**src/logic/cache_pkg.sv**
```systemverilog
package cache_pkg;

    // Cluster shape
    localparam int NUM_INPUTS       = 4;
    localparam int NUM_CACHES       = 2;
    localparam int INPUTS_PER_CACHE = 2;

    // Cache geometry
    localparam int LINE_WORDS       = 4;
    localparam int NUM_LINES        = 16;
    localparam int WORD_ADDR_WIDTH  = 12;

    typedef logic [31:0]                  word_t;
    typedef logic [3:0]                   byteen_t;
    // Word address is {tag[5:0], index[3:0], word[1:0]}
    typedef logic [WORD_ADDR_WIDTH-1:0]   word_addr_t;
    typedef logic [WORD_ADDR_WIDTH-3:0]   line_addr_t;
    typedef logic [LINE_WORDS*32-1:0]     line_t;
    typedef logic [LINE_WORDS*4-1:0]      line_byteen_t;
    typedef logic [7:0]                   core_tag_t;
    // Core tag with the port-within-unit bit on top
    typedef logic [8:0]                   arb_tag_t;
    typedef logic [0:0]                   unit_sel_t;

    typedef struct packed {
        logic       rw;
        byteen_t    byteen;
        word_addr_t addr;
        word_t      data;
        core_tag_t  tag;
    } core_req_t;

    typedef struct packed {
        word_t     data;
        core_tag_t tag;
    } core_rsp_t;

    typedef struct packed {
        logic       rw;
        byteen_t    byteen;
        word_addr_t addr;
        word_t      data;
        arb_tag_t   tag;
    } arb_req_t;

    typedef struct packed {
        word_t    data;
        arb_tag_t tag;
    } arb_rsp_t;

    typedef struct packed {
        logic         rw;
        line_byteen_t byteen;
        line_addr_t   addr;
        line_t        data;
        unit_sel_t    tag;
    } mem_req_t;

    typedef struct packed {
        line_t     data;
        unit_sel_t tag;
    } mem_rsp_t;

    typedef enum logic [2:0] {
        IDLE,
        LOOKUP,
        MEM_WRITE,
        MEM_READ,
        RESPOND
    } cache_state_e;

endpackage

```
**src/logic/cache_cluster.sv**
```systemverilog
module cache_cluster (
    input  logic                                             clk,
    input  logic                                             rst_n,
    input  logic [cache_pkg::NUM_INPUTS-1:0]                 core_req_valid,
    input  cache_pkg::core_req_t [cache_pkg::NUM_INPUTS-1:0] core_req,
    output logic [cache_pkg::NUM_INPUTS-1:0]                 core_req_ready,
    output logic [cache_pkg::NUM_INPUTS-1:0]                 core_rsp_valid,
    output cache_pkg::core_rsp_t [cache_pkg::NUM_INPUTS-1:0] core_rsp,
    input  logic [cache_pkg::NUM_INPUTS-1:0]                 core_rsp_ready,
    output logic                                             mem_req_valid,
    output cache_pkg::mem_req_t                              mem_req,
    input  logic                                             mem_req_ready,
    input  logic                                             mem_rsp_valid,
    input  cache_pkg::mem_rsp_t                              mem_rsp,
    output logic                                             mem_rsp_ready
);

    // Arbiter to cache units
    logic [cache_pkg::NUM_CACHES-1:0]                arb_req_valid;
    cache_pkg::arb_req_t [cache_pkg::NUM_CACHES-1:0] arb_req;
    logic [cache_pkg::NUM_CACHES-1:0]                arb_req_ready;
    logic [cache_pkg::NUM_CACHES-1:0]                arb_rsp_valid;
    cache_pkg::arb_rsp_t [cache_pkg::NUM_CACHES-1:0] arb_rsp;
    logic [cache_pkg::NUM_CACHES-1:0]                arb_rsp_ready;

    // Cache units to memory arbiter
    logic [cache_pkg::NUM_CACHES-1:0]                umem_req_valid;
    cache_pkg::mem_req_t [cache_pkg::NUM_CACHES-1:0] umem_req;
    logic [cache_pkg::NUM_CACHES-1:0]                umem_req_ready;
    logic [cache_pkg::NUM_CACHES-1:0]                umem_rsp_valid;
    cache_pkg::mem_rsp_t [cache_pkg::NUM_CACHES-1:0] umem_rsp;
    logic [cache_pkg::NUM_CACHES-1:0]                umem_rsp_ready;

    core_arb core_arb (
        .clk            (clk),
        .rst_n          (rst_n),
        .core_req_valid (core_req_valid),
        .core_req       (core_req),
        .core_req_ready (core_req_ready),
        .core_rsp_valid (core_rsp_valid),
        .core_rsp       (core_rsp),
        .core_rsp_ready (core_rsp_ready),
        .arb_req_valid  (arb_req_valid),
        .arb_req        (arb_req),
        .arb_req_ready  (arb_req_ready),
        .arb_rsp_valid  (arb_rsp_valid),
        .arb_rsp        (arb_rsp),
        .arb_rsp_ready  (arb_rsp_ready)
    );

    for (genvar u = 0; u < cache_pkg::NUM_CACHES; u++) begin : g_cache
        cache_unit cache_unit (
            .clk           (clk),
            .rst_n         (rst_n),
            .req_valid     (arb_req_valid[u]),
            .req           (arb_req[u]),
            .req_ready     (arb_req_ready[u]),
            .rsp_valid     (arb_rsp_valid[u]),
            .rsp           (arb_rsp[u]),
            .rsp_ready     (arb_rsp_ready[u]),
            .mem_req_valid (umem_req_valid[u]),
            .mem_req       (umem_req[u]),
            .mem_req_ready (umem_req_ready[u]),
            .mem_rsp_valid (umem_rsp_valid[u]),
            .mem_rsp       (umem_rsp[u]),
            .mem_rsp_ready (umem_rsp_ready[u])
        );
    end

    mem_arb mem_arb (
        .clk           (clk),
        .rst_n         (rst_n),
        .req_valid     (umem_req_valid),
        .req           (umem_req),
        .req_ready     (umem_req_ready),
        .rsp_valid     (umem_rsp_valid),
        .rsp           (umem_rsp),
        .rsp_ready     (umem_rsp_ready),
        .mem_req_valid (mem_req_valid),
        .mem_req       (mem_req),
        .mem_req_ready (mem_req_ready),
        .mem_rsp_valid (mem_rsp_valid),
        .mem_rsp       (mem_rsp),
        .mem_rsp_ready (mem_rsp_ready)
    );

endmodule

```
**src/logic/cache_unit.sv**
```systemverilog
module cache_unit (
    input  logic                clk,
    input  logic                rst_n,
    input  logic                req_valid,
    input  cache_pkg::arb_req_t req,
    output logic                req_ready,
    output logic                rsp_valid,
    output cache_pkg::arb_rsp_t rsp,
    input  logic                rsp_ready,
    output logic                mem_req_valid,
    output cache_pkg::mem_req_t mem_req,
    input  logic                mem_req_ready,
    input  logic                mem_rsp_valid,
    input  cache_pkg::mem_rsp_t mem_rsp,
    output logic                mem_rsp_ready
);

    cache_pkg::cache_state_e         state;
    cache_pkg::arb_req_t             req_q;
    cache_pkg::word_t                rsp_data;
    // Read request already taken by memory
    logic                            mem_sent;

    logic [5:0]                      tag_arr [cache_pkg::NUM_LINES];
    logic [cache_pkg::NUM_LINES-1:0] valid_arr;
    cache_pkg::line_t                data_arr [cache_pkg::NUM_LINES];

    logic [5:0]                      addr_tag;
    logic [3:0]                      idx;
    logic [1:0]                      woff;
    logic                            hit;
    logic                            fill;
    cache_pkg::line_byteen_t         wr_be;
    cache_pkg::line_t                wr_data;
    cache_pkg::line_t                wr_mask;

    function automatic cache_pkg::word_t word_of(cache_pkg::line_t line, logic [1:0] off);
        return cache_pkg::word_t'(line >> {off, 5'b0});
    endfunction

    assign {addr_tag, idx, woff} = req_q.addr;
    assign hit  = valid_arr[idx] && (tag_arr[idx] == addr_tag);
    assign fill = mem_rsp_valid && mem_rsp_ready;

    // Word and its byte enables moved to their slot in the line
    assign wr_be   = cache_pkg::line_byteen_t'(req_q.byteen) << {woff, 2'b0};
    assign wr_data = cache_pkg::line_t'(req_q.data) << {woff, 5'b0};

    always_comb begin
        for (int i = 0; i < cache_pkg::LINE_WORDS * 4; i++) begin
            wr_mask[i*8 +: 8] = {8{wr_be[i]}};
        end
    end

    always_ff @(posedge clk or negedge rst_n) begin
        if (!rst_n) begin
            state     <= cache_pkg::IDLE;
            mem_sent  <= 1'b0;
            valid_arr <= '0;
        end else begin
            case (state)
                cache_pkg::IDLE: begin
                    if (req_valid) begin
                        state <= cache_pkg::LOOKUP;
                    end
                end
                cache_pkg::LOOKUP: begin
                    if (req_q.rw) begin
                        state <= cache_pkg::MEM_WRITE;
                    end else if (hit) begin
                        state <= cache_pkg::RESPOND;
                    end else begin
                        state <= cache_pkg::MEM_READ;
                    end
                end
                cache_pkg::MEM_WRITE: begin
                    // Write-through ends once memory takes the word
                    if (mem_req_ready) begin
                        state <= cache_pkg::IDLE;
                    end
                end
                cache_pkg::MEM_READ: begin
                    if (mem_req_valid && mem_req_ready) begin
                        mem_sent <= 1'b1;
                    end
                    if (fill) begin
                        valid_arr[idx] <= 1'b1;
                        mem_sent       <= 1'b0;
                        state          <= cache_pkg::RESPOND;
                    end
                end
                cache_pkg::RESPOND: begin
                    if (rsp_ready) begin
                        state <= cache_pkg::IDLE;
                    end
                end
                default: state <= cache_pkg::IDLE;
            endcase
        end
    end

    always_ff @(posedge clk) begin
        if (req_valid && req_ready) begin
            req_q <= req;
        end
        if (state == cache_pkg::LOOKUP && hit) begin
            rsp_data <= word_of(data_arr[idx], woff);
        end else if (fill) begin
            rsp_data <= word_of(mem_rsp.data, woff);
        end
    end

    // Write hit merges bytes, read miss fills the whole line
    always_ff @(posedge clk) begin
        if (state == cache_pkg::LOOKUP && req_q.rw && hit) begin
            data_arr[idx] <= (data_arr[idx] & ~wr_mask) | (wr_data & wr_mask);
        end else if (fill) begin
            data_arr[idx] <= mem_rsp.data;
            tag_arr[idx]  <= addr_tag;
        end
    end

    assign req_ready     = (state == cache_pkg::IDLE);
    assign rsp_valid     = (state == cache_pkg::RESPOND);
    assign rsp.data      = rsp_data;
    assign rsp.tag       = req_q.tag;
    assign mem_req_valid = (state == cache_pkg::MEM_WRITE) ||
                           (state == cache_pkg::MEM_READ && !mem_sent);
    assign mem_rsp_ready = (state == cache_pkg::MEM_READ);

    always_comb begin
        mem_req.rw     = (state == cache_pkg::MEM_WRITE);
        mem_req.byteen = mem_req.rw ? wr_be : '1;
        mem_req.addr   = {addr_tag, idx};
        mem_req.data   = wr_data;
        // Unit index is filled in by the memory arbiter
        mem_req.tag    = '0;
    end

    assert property (@(posedge clk) disable iff (!rst_n)
        rsp_valid && !rsp_ready |=> rsp_valid && $stable(rsp));

    // Memory may only answer a read this unit is waiting on
    assert property (@(posedge clk) disable iff (!rst_n)
        mem_rsp_valid |-> state == cache_pkg::MEM_READ);

endmodule

```
**src/logic/core_arb.sv**
```systemverilog
module core_arb (
    input  logic                                             clk,
    input  logic                                             rst_n,
    input  logic [cache_pkg::NUM_INPUTS-1:0]                 core_req_valid,
    input  cache_pkg::core_req_t [cache_pkg::NUM_INPUTS-1:0] core_req,
    output logic [cache_pkg::NUM_INPUTS-1:0]                 core_req_ready,
    output logic [cache_pkg::NUM_INPUTS-1:0]                 core_rsp_valid,
    output cache_pkg::core_rsp_t [cache_pkg::NUM_INPUTS-1:0] core_rsp,
    input  logic [cache_pkg::NUM_INPUTS-1:0]                 core_rsp_ready,
    output logic [cache_pkg::NUM_CACHES-1:0]                 arb_req_valid,
    output cache_pkg::arb_req_t [cache_pkg::NUM_CACHES-1:0]  arb_req,
    input  logic [cache_pkg::NUM_CACHES-1:0]                 arb_req_ready,
    input  logic [cache_pkg::NUM_CACHES-1:0]                 arb_rsp_valid,
    input  cache_pkg::arb_rsp_t [cache_pkg::NUM_CACHES-1:0]  arb_rsp,
    output logic [cache_pkg::NUM_CACHES-1:0]                 arb_rsp_ready
);

    for (genvar u = 0; u < cache_pkg::NUM_CACHES; u++) begin : g_unit
        logic [cache_pkg::INPUTS_PER_CACHE-1:0] valids;
        logic                                   rr_ptr;
        logic                                   win;
        logic                                   stage_free;
        logic                                   accept;
        logic                                   stage_valid;
        cache_pkg::arb_req_t                    stage_req;
        cache_pkg::core_req_t                   src;
        logic                                   rsp_port;

        assign valids = core_req_valid[u*cache_pkg::INPUTS_PER_CACHE +:
                                       cache_pkg::INPUTS_PER_CACHE];

        // Stage can take a new request if empty or emptied on this edge
        assign stage_free = !stage_valid || arb_req_ready[u];

        // Favored port wins when it asks, otherwise the other one
        assign win    = valids[rr_ptr] ? rr_ptr : !rr_ptr;
        assign accept = valids[win] && stage_free;
        assign src    = win ? core_req[u*cache_pkg::INPUTS_PER_CACHE + 1]
                            : core_req[u*cache_pkg::INPUTS_PER_CACHE];

        always_ff @(posedge clk or negedge rst_n) begin
            if (!rst_n) begin
                stage_valid <= 1'b0;
                rr_ptr      <= 1'b0;
            end else if (accept) begin
                stage_valid <= 1'b1;
                rr_ptr      <= !win;
            end else if (arb_req_ready[u]) begin
                stage_valid <= 1'b0;
            end
        end

        always_ff @(posedge clk) begin
            if (accept) begin
                stage_req <= '{rw:     src.rw,
                               byteen: src.byteen,
                               addr:   src.addr,
                               data:   src.data,
                               tag:    {win, src.tag}};
            end
        end

        assign arb_req_valid[u] = stage_valid;
        assign arb_req[u]       = stage_req;

        // Top tag bit picks the port inside this unit
        assign rsp_port         = arb_rsp[u].tag[$bits(cache_pkg::arb_tag_t)-1];
        assign arb_rsp_ready[u] = rsp_port ? core_rsp_ready[u*cache_pkg::INPUTS_PER_CACHE + 1]
                                           : core_rsp_ready[u*cache_pkg::INPUTS_PER_CACHE];

        for (genvar j = 0; j < cache_pkg::INPUTS_PER_CACHE; j++) begin : g_port
            assign core_req_ready[u*cache_pkg::INPUTS_PER_CACHE + j] =
                stage_free && (win == 1'(j));
            assign core_rsp_valid[u*cache_pkg::INPUTS_PER_CACHE + j] =
                arb_rsp_valid[u] && (rsp_port == 1'(j));
            assign core_rsp[u*cache_pkg::INPUTS_PER_CACHE + j] =
                '{data: arb_rsp[u].data,
                  tag:  cache_pkg::core_tag_t'(arb_rsp[u].tag)};
        end

        // Stalled stage holds its request unchanged
        assert property (@(posedge clk) disable iff (!rst_n)
            arb_req_valid[u] && !arb_req_ready[u] |=>
                arb_req_valid[u] && $stable(arb_req[u]));
    end

endmodule

```
**src/logic/mem_arb.sv**
```systemverilog
module mem_arb (
    input  logic                                            clk,
    input  logic                                            rst_n,
    input  logic [cache_pkg::NUM_CACHES-1:0]                req_valid,
    input  cache_pkg::mem_req_t [cache_pkg::NUM_CACHES-1:0] req,
    output logic [cache_pkg::NUM_CACHES-1:0]                req_ready,
    output logic [cache_pkg::NUM_CACHES-1:0]                rsp_valid,
    output cache_pkg::mem_rsp_t [cache_pkg::NUM_CACHES-1:0] rsp,
    input  logic [cache_pkg::NUM_CACHES-1:0]                rsp_ready,
    output logic                                            mem_req_valid,
    output cache_pkg::mem_req_t                             mem_req,
    input  logic                                            mem_req_ready,
    input  logic                                            mem_rsp_valid,
    input  cache_pkg::mem_rsp_t                             mem_rsp,
    output logic                                            mem_rsp_ready
);

    cache_pkg::unit_sel_t            rr_ptr;
    cache_pkg::unit_sel_t            lock_sel;
    logic                            locked;
    cache_pkg::unit_sel_t            grant;
    logic                            req_fire;
    logic                            rsp_fire;
    logic [cache_pkg::NUM_CACHES-1:0] rd_pending;

    // A waiting unit keeps the port until its transfer completes
    always_comb begin
        if (locked) begin
            grant = lock_sel;
        end else if (req_valid[rr_ptr]) begin
            grant = rr_ptr;
        end else begin
            grant = ~rr_ptr;
        end
    end

    assign mem_req_valid = req_valid[grant];
    assign req_fire      = mem_req_valid && mem_req_ready;
    assign rsp_fire      = mem_rsp_valid && mem_rsp_ready;
    assign mem_rsp_ready = rsp_ready[mem_rsp.tag];

    always_comb begin
        mem_req     = req[grant];
        mem_req.tag = grant;
    end

    for (genvar u = 0; u < cache_pkg::NUM_CACHES; u++) begin : g_unit
        assign req_ready[u] = mem_req_ready && (grant == 1'(u));
        assign rsp_valid[u] = mem_rsp_valid && (mem_rsp.tag == 1'(u));
        assign rsp[u]       = mem_rsp;
    end

    always_ff @(posedge clk or negedge rst_n) begin
        if (!rst_n) begin
            rr_ptr     <= '0;
            lock_sel   <= '0;
            locked     <= 1'b0;
            rd_pending <= '0;
        end else begin
            if (req_fire) begin
                locked <= 1'b0;
                rr_ptr <= ~grant;
            end else if (mem_req_valid && !locked) begin
                locked   <= 1'b1;
                lock_sel <= grant;
            end
            if (rsp_fire) begin
                rd_pending[mem_rsp.tag] <= 1'b0;
            end
            if (req_fire && !mem_req.rw) begin
                rd_pending[grant] <= 1'b1;
            end
        end
    end

    assert property (@(posedge clk) disable iff (!rst_n)
        mem_rsp_valid |-> rd_pending[mem_rsp.tag]);

endmodule

```
**config.mk**
```make
export PLATFORM = sky130hd
export DESIGN_NAME = cache_cluster
export DESIGN_NICKNAME = d
export VERILOG_FILES = /design/src/logic/cache_pkg.sv /design/src/logic/cache_cluster.sv /design/src/logic/cache_unit.sv /design/src/logic/core_arb.sv /design/src/logic/mem_arb.sv
export SDC_FILE = /design/constraint.sdc
export NUM_CORES = 2
export LEC_CHECK = 0
export BUFFER_PORTS_ARGS = -buffer_cell sky130_fd_sc_hd__buf_2
export CAP_MARGIN = 30
export CORE_ASPECT_RATIO = 1.1
export CORE_MARGIN = 3
export CORE_UTILIZATION = 55
export DETAILED_ROUTE_END_ITERATION = 7
export PLACE_DENSITY = 0.72
export SYNTH_ARGS = -nofsm -noshare
export SYNTH_HDL_FRONTEND = slang
export SYNTH_MEMORY_MAX_BITS = 65536
export SYNTH_SLANG_ARGS = --single-unit
```
**constraint.sdc**
```tcl
create_clock -name clk -period 36.7 [get_ports clk]
set_input_delay 0 -clock clk [delete_from_list [all_inputs] [get_ports clk]]
set_output_delay 0 -clock clk [all_outputs]
set_load 0.01 [all_outputs]
```
==> results.md, run 1 <==
* Root buf cell: clkbuf_16
* Die Y at 619 um
* Dpl ws at 27270 ps
* Sequential cell area fraction in the yosys report at 73.9%
* Seq cells post-synth at between 4000 and 5000
* # IOs at 695
* First-pass GRT wire length at 858000 um
* Initial Util at 55.4%
* Num CTS Buffers at 442
* GP Congestion at 0.898
* Tot GR Track Use at around 36%
* Cells after Synth at around 9400
* Asr flop ratio synth at 1.01%
* Pin count of the biggest net entering global routing at 144
* Outcome: stopped before the end
* H-tree depth at 5
* Core Rows at 224
* Exit stage: 5_1_grt
* DP Area at slightly below 200000 um2
* Syn. warnings at 0
* Vias in the first global route at roughly 110k
* Hpwl dp at ~360000 um
* Mean post-synth cell area at 20.0 um2
* Post-synth top flop: edfxtp_1
* Chip Width at roughly 560 um
* Max clock buf depth at 4
* Mapped Area at 188000 um2
* First Error: [ERROR GRT-0116] Global routing finished with congestion. Check the congestion regions in the DRC Viewer.
* Synthesized Nets at 9780
* EDFF count, synth at 4584
* Clock Sinks at 4639
* # port buffers at between 600 and 700
* Cell variety after synth at 69
* GRT overflow at 11
[metrics by stage]
stage | utilization, % | std cells
CTS | 64.4 | 15800
detailed placement | 58.3 | 14300
global placement | 58.0 | 14200
floorplan | - | 9411
[Yosys cell counts (all sizes together) (14+ instances only)]
cell	n	area, um2
a211oi	96	721
a21boi	41	308
a21oi	64	320
a22o	92	806
a22oi	40	310
a31oi	60	375
and3	14	87.6
and4	35	307
buf	417	2560
clkbuf	373	1400
dfrtp	47	1180
edfxtp	4584	138000
mux2	24	270
mux2i	424	4240
mux4	1304	29400
nand2	826	3100
nand2b	20	133
nand3	103	515
nor2	323	1210
nor2b	33	206
nor3	40	200
o21ai	280	1400
o31ai	16	120
or2	38	238
[metal layers]
layer / track usage, % / GRT overflow
met1: 43.2 / 1
met2: 54.8 / 3
met3: 14.6 / 2
met4: 20.6 / 5
met5: 1.02 / 0
[logic make-up after synthesis]
kind of cell,after synthesis,synth area share [%]
buf+inv,803,2.13
simple gates,1474,3.35
flops,4639,73.9
compound gates,730,2.52
xor+xnor,13,0.0606
mux,1752,18.0
[repair_timing]
action | CTS
buffers inserted | 0
hold buffers | 666
endpoints found under the hold margin | 4001
gates resized for setup | 0
==> run 2, diff against run 1 <==
CORE_ASPECT_RATIO = default   (was 1.1)
CORE_UTILIZATION = 40   (was 55)
PLACE_DENSITY = default   (was 0.72)
PLACE_DENSITY_LB_ADDON = 0.15   (was default)
==> run 2 against run 1 <==
Effect of this change:
- the flow now finishes without violations
- area after synthesis unchanged
- synthesized cell count is the same
==> results.md, run 2 <==
* Outcome: complete, no violations
* Post-CTS sizing at 0
* Layout cells sized above 1 at 29.8%
* Clock slew at reported path FFs at ~60 ps
* Iteration-0 DRC Markers at 17000
* Most common cell after layout, fill and taps aside: edfxtp_1
* Num CTS Buffers at between 400 and 500
* Critical-path cell list: buf_4 -> mux4_2 -> mux2i_1 -> mux2i_1 -> xor2_1 -> or4b_4 -> nand2b_4 -> o21a_1 -> nor4_2 -> buf_4 -> buf_4 -> buf_4 -> buf_4
* WHS at approximately 83 ps
* # IOs at 695
* Initial Util at 40.2%
* Worst path top cell family by delay: buffers and inverters
* Worst path depth at 13
* CP max stage cell: buf_4
* Crit path required time at 37300 ps
* Vias at 109000
* Post-synth top flop: edfxtp_1
* Placed insts at 16100
* Worst path max stage delay at 890 ps
* Cells after Synth at 9411
* Chip Width at 692 um
* Worst vdd ir at 64.2 uV
* Relative slew slack at 16.1%
* Seq cells post-synth at 4639
* Top cell by count, worst path: buf_4
* Final period utilization at a little over a fifth
* Hpwl dp at 425000 um
* Routed WL per cell at between 30 and 40 um
* EDFF count, synth at 4584
* GRT overflow at 0
* Area leader, netlist: edfxtp_1
* CTS tree: yes
* Mapped Area at 188000 um2
* Fmax at 128 MHz
* Initial antenna violation count at 141
* Drt drc at 0
* HP Class: in -> reg
* Core Rows at 251
* Aggregate negative setup slack at 0 ps
* Fin crit period at between 7000 and 8000 ps
* Final Setup Violations at 0
* Antenna viol nets, final at 0
* Hold Buf Count CTS at 641
* First-pass GRT wire length at 925000 um
* Nets at 11400
* Mean post-synth cell area at between 15 and 20 um2
* Bufs and invs on worst path at 5
* Pin count of the biggest net entering global routing at between 100 and 150
* Drt total wl at 688000 um
* Max clock buf depth at 4
* Worst r2r path cells at 13
* Worst skew pair latency at 1030 ps
* Clk_skew at roughly 66 ps
* CP endpoint kind: register
* Final total power at 20400 uW
* Post-CTS Setup Repair Bufs at 0
* Cells on Worst Hold Path at 4
* Core Region at 468000 um2
* Kind of critical path: reg -> reg
* Max FFs per register at 4096
* Cell variety after synth at 69
* GP Congestion at 0.919
* Most instantiated cells after synthesis: edfxtp_1, mux4_2, nand2_1
* Root buf cell: clkbuf_16
* Max-cap violations at 0
* Sequential cell area fraction in the yosys report at around three quarters
* Leakage at 0.0746 uW
* Final hold vios at 0
* Fill cells at 38600
* Top cell type's share of synthesized area at about three quarters
* Clock Sinks at around 4600
* Die Y at a little under 700 um
* H-tree depth at 5
* Biggest register: g_cache.cache_unit.data_arr
* Power density over cell area at 91.8 nW/um2
* RSZ-0062 raised after global routing: false
* Synth top area cells: edfxtp_1, mux4_2, mux2i_1
* Startpoint types: register
* DIE AREA at 478000 um2
* Worst Max-Slew Pin Slew at 1260 ps
* Syn. warnings at 0
* DR pass1 iterations at 8
* CP arrival at roughly 8400 ps
* Critical path fanouts, max at 43
* Tot GR Track Use at 28.3%
* Most common cell in the synthesized netlist: edfxtp_1
* Drt via density at a little over 6
* Area grow syn2layout at 18.4%
* Most frequent cells in the layout: edfxtp_1, mux4_2, nand2_1
* Synthesized Nets at just under 10000
* Layout Cells excl Fill at around 18000
* Final-report max-slew violation count at 0
* # port buffers at 694
* Asr flop ratio synth at just over 1%
* Vias in the first global route at 108000
==> run 2: cell counts after synthesis <==
No cell type changed its count.
==> run 2: through the flow <==
step	util, %	setup WS (ps)	area (um2)
floorplan	-	21270	188000
global placement	42.7	28260	200000
detailed placement	42.8	28760	200000
CTS	47.5	28740	222000
global route	47.5	28540	222000
finish	47.6	28860	223000
==> run 2: final timing paths <==
path                                       from                                     to  slack (ps)
max                                    register  g_cache[0].cache_unit.data_arr[4][48]       28860
min                               core_req[134]                   core_arb.arb_req[79]          80
max reg2reg                            register  g_cache[0].cache_unit.data_arr[4][48]       28860
min reg2reg                core_arb.arb_req[28]        g_cache[0].cache_unit.req_q[28]         400
max in group asynchronous                 rst_n     g_cache[1].cache_unit.valid_arr[4]       35920
min in group asynchronous                 rst_n              core_arb.g_unit[1].rr_ptr         250
==> run 2: metal layers <==
metal | up-vias | GRT usage (%) | part of all wire, %
li1 | 41800 | - | -
met1 | 58700 | 37.9 | 38
met2 | 7274 | 42.4 | 45
met3 | 1402 | 10.6 | 14
met4 | 48 | 10.2 | 3.7
met5 | - | 0.200 | 0.11
==> run 2: power by group <==
| group | total (uW) | internal (uW) | leakage [uW] | switching, uW |
|---|---|---|---|---|
| logic | 7550 | 2640 | 0.0251 | 4900 |
| clock network | 4820 | 2730 | 0.00753 | 2080 |
| registers | 8070 | 7790 | 0.0420 | 279 |
==> run 2: area by class of cell <==
class	count	area, um2	share of cell area, %
well taps	6198	7750	3.48
repair buffers	1896	14700	6.61
flip-flops and latches	4639	139000	62.4
diodes	104	260	0.117
clock buffers	572	12600	5.65
clock inverters	326	2800	1.26
multi-input cells	3969	45500	20.4
inverters	13	50.0	0.0225
==> run 2: tightest hold or removal path, delay by kind of cell <==
| family | cells | cell delay, ps |
|---|---|---|
| buffers and inverters | 2 | 760 |
| AND/OR/NAND/NOR | 2 | 190 |
==> run 2: cells by family after synthesis <==
| logic type | after synthesis | share of synthesized area (%) |
|---|---|---|
| simple gates | 1474 | 3.35 |
| mux | 1752 | 18.0 |
| compound gates | 730 | 2.52 |
| buf+inv | 803 | 2.13 |
| xor+xnor | 13 | 0.0606 |
| flops | 4639 | 73.9 |
(Power assumes the default switching activity.)
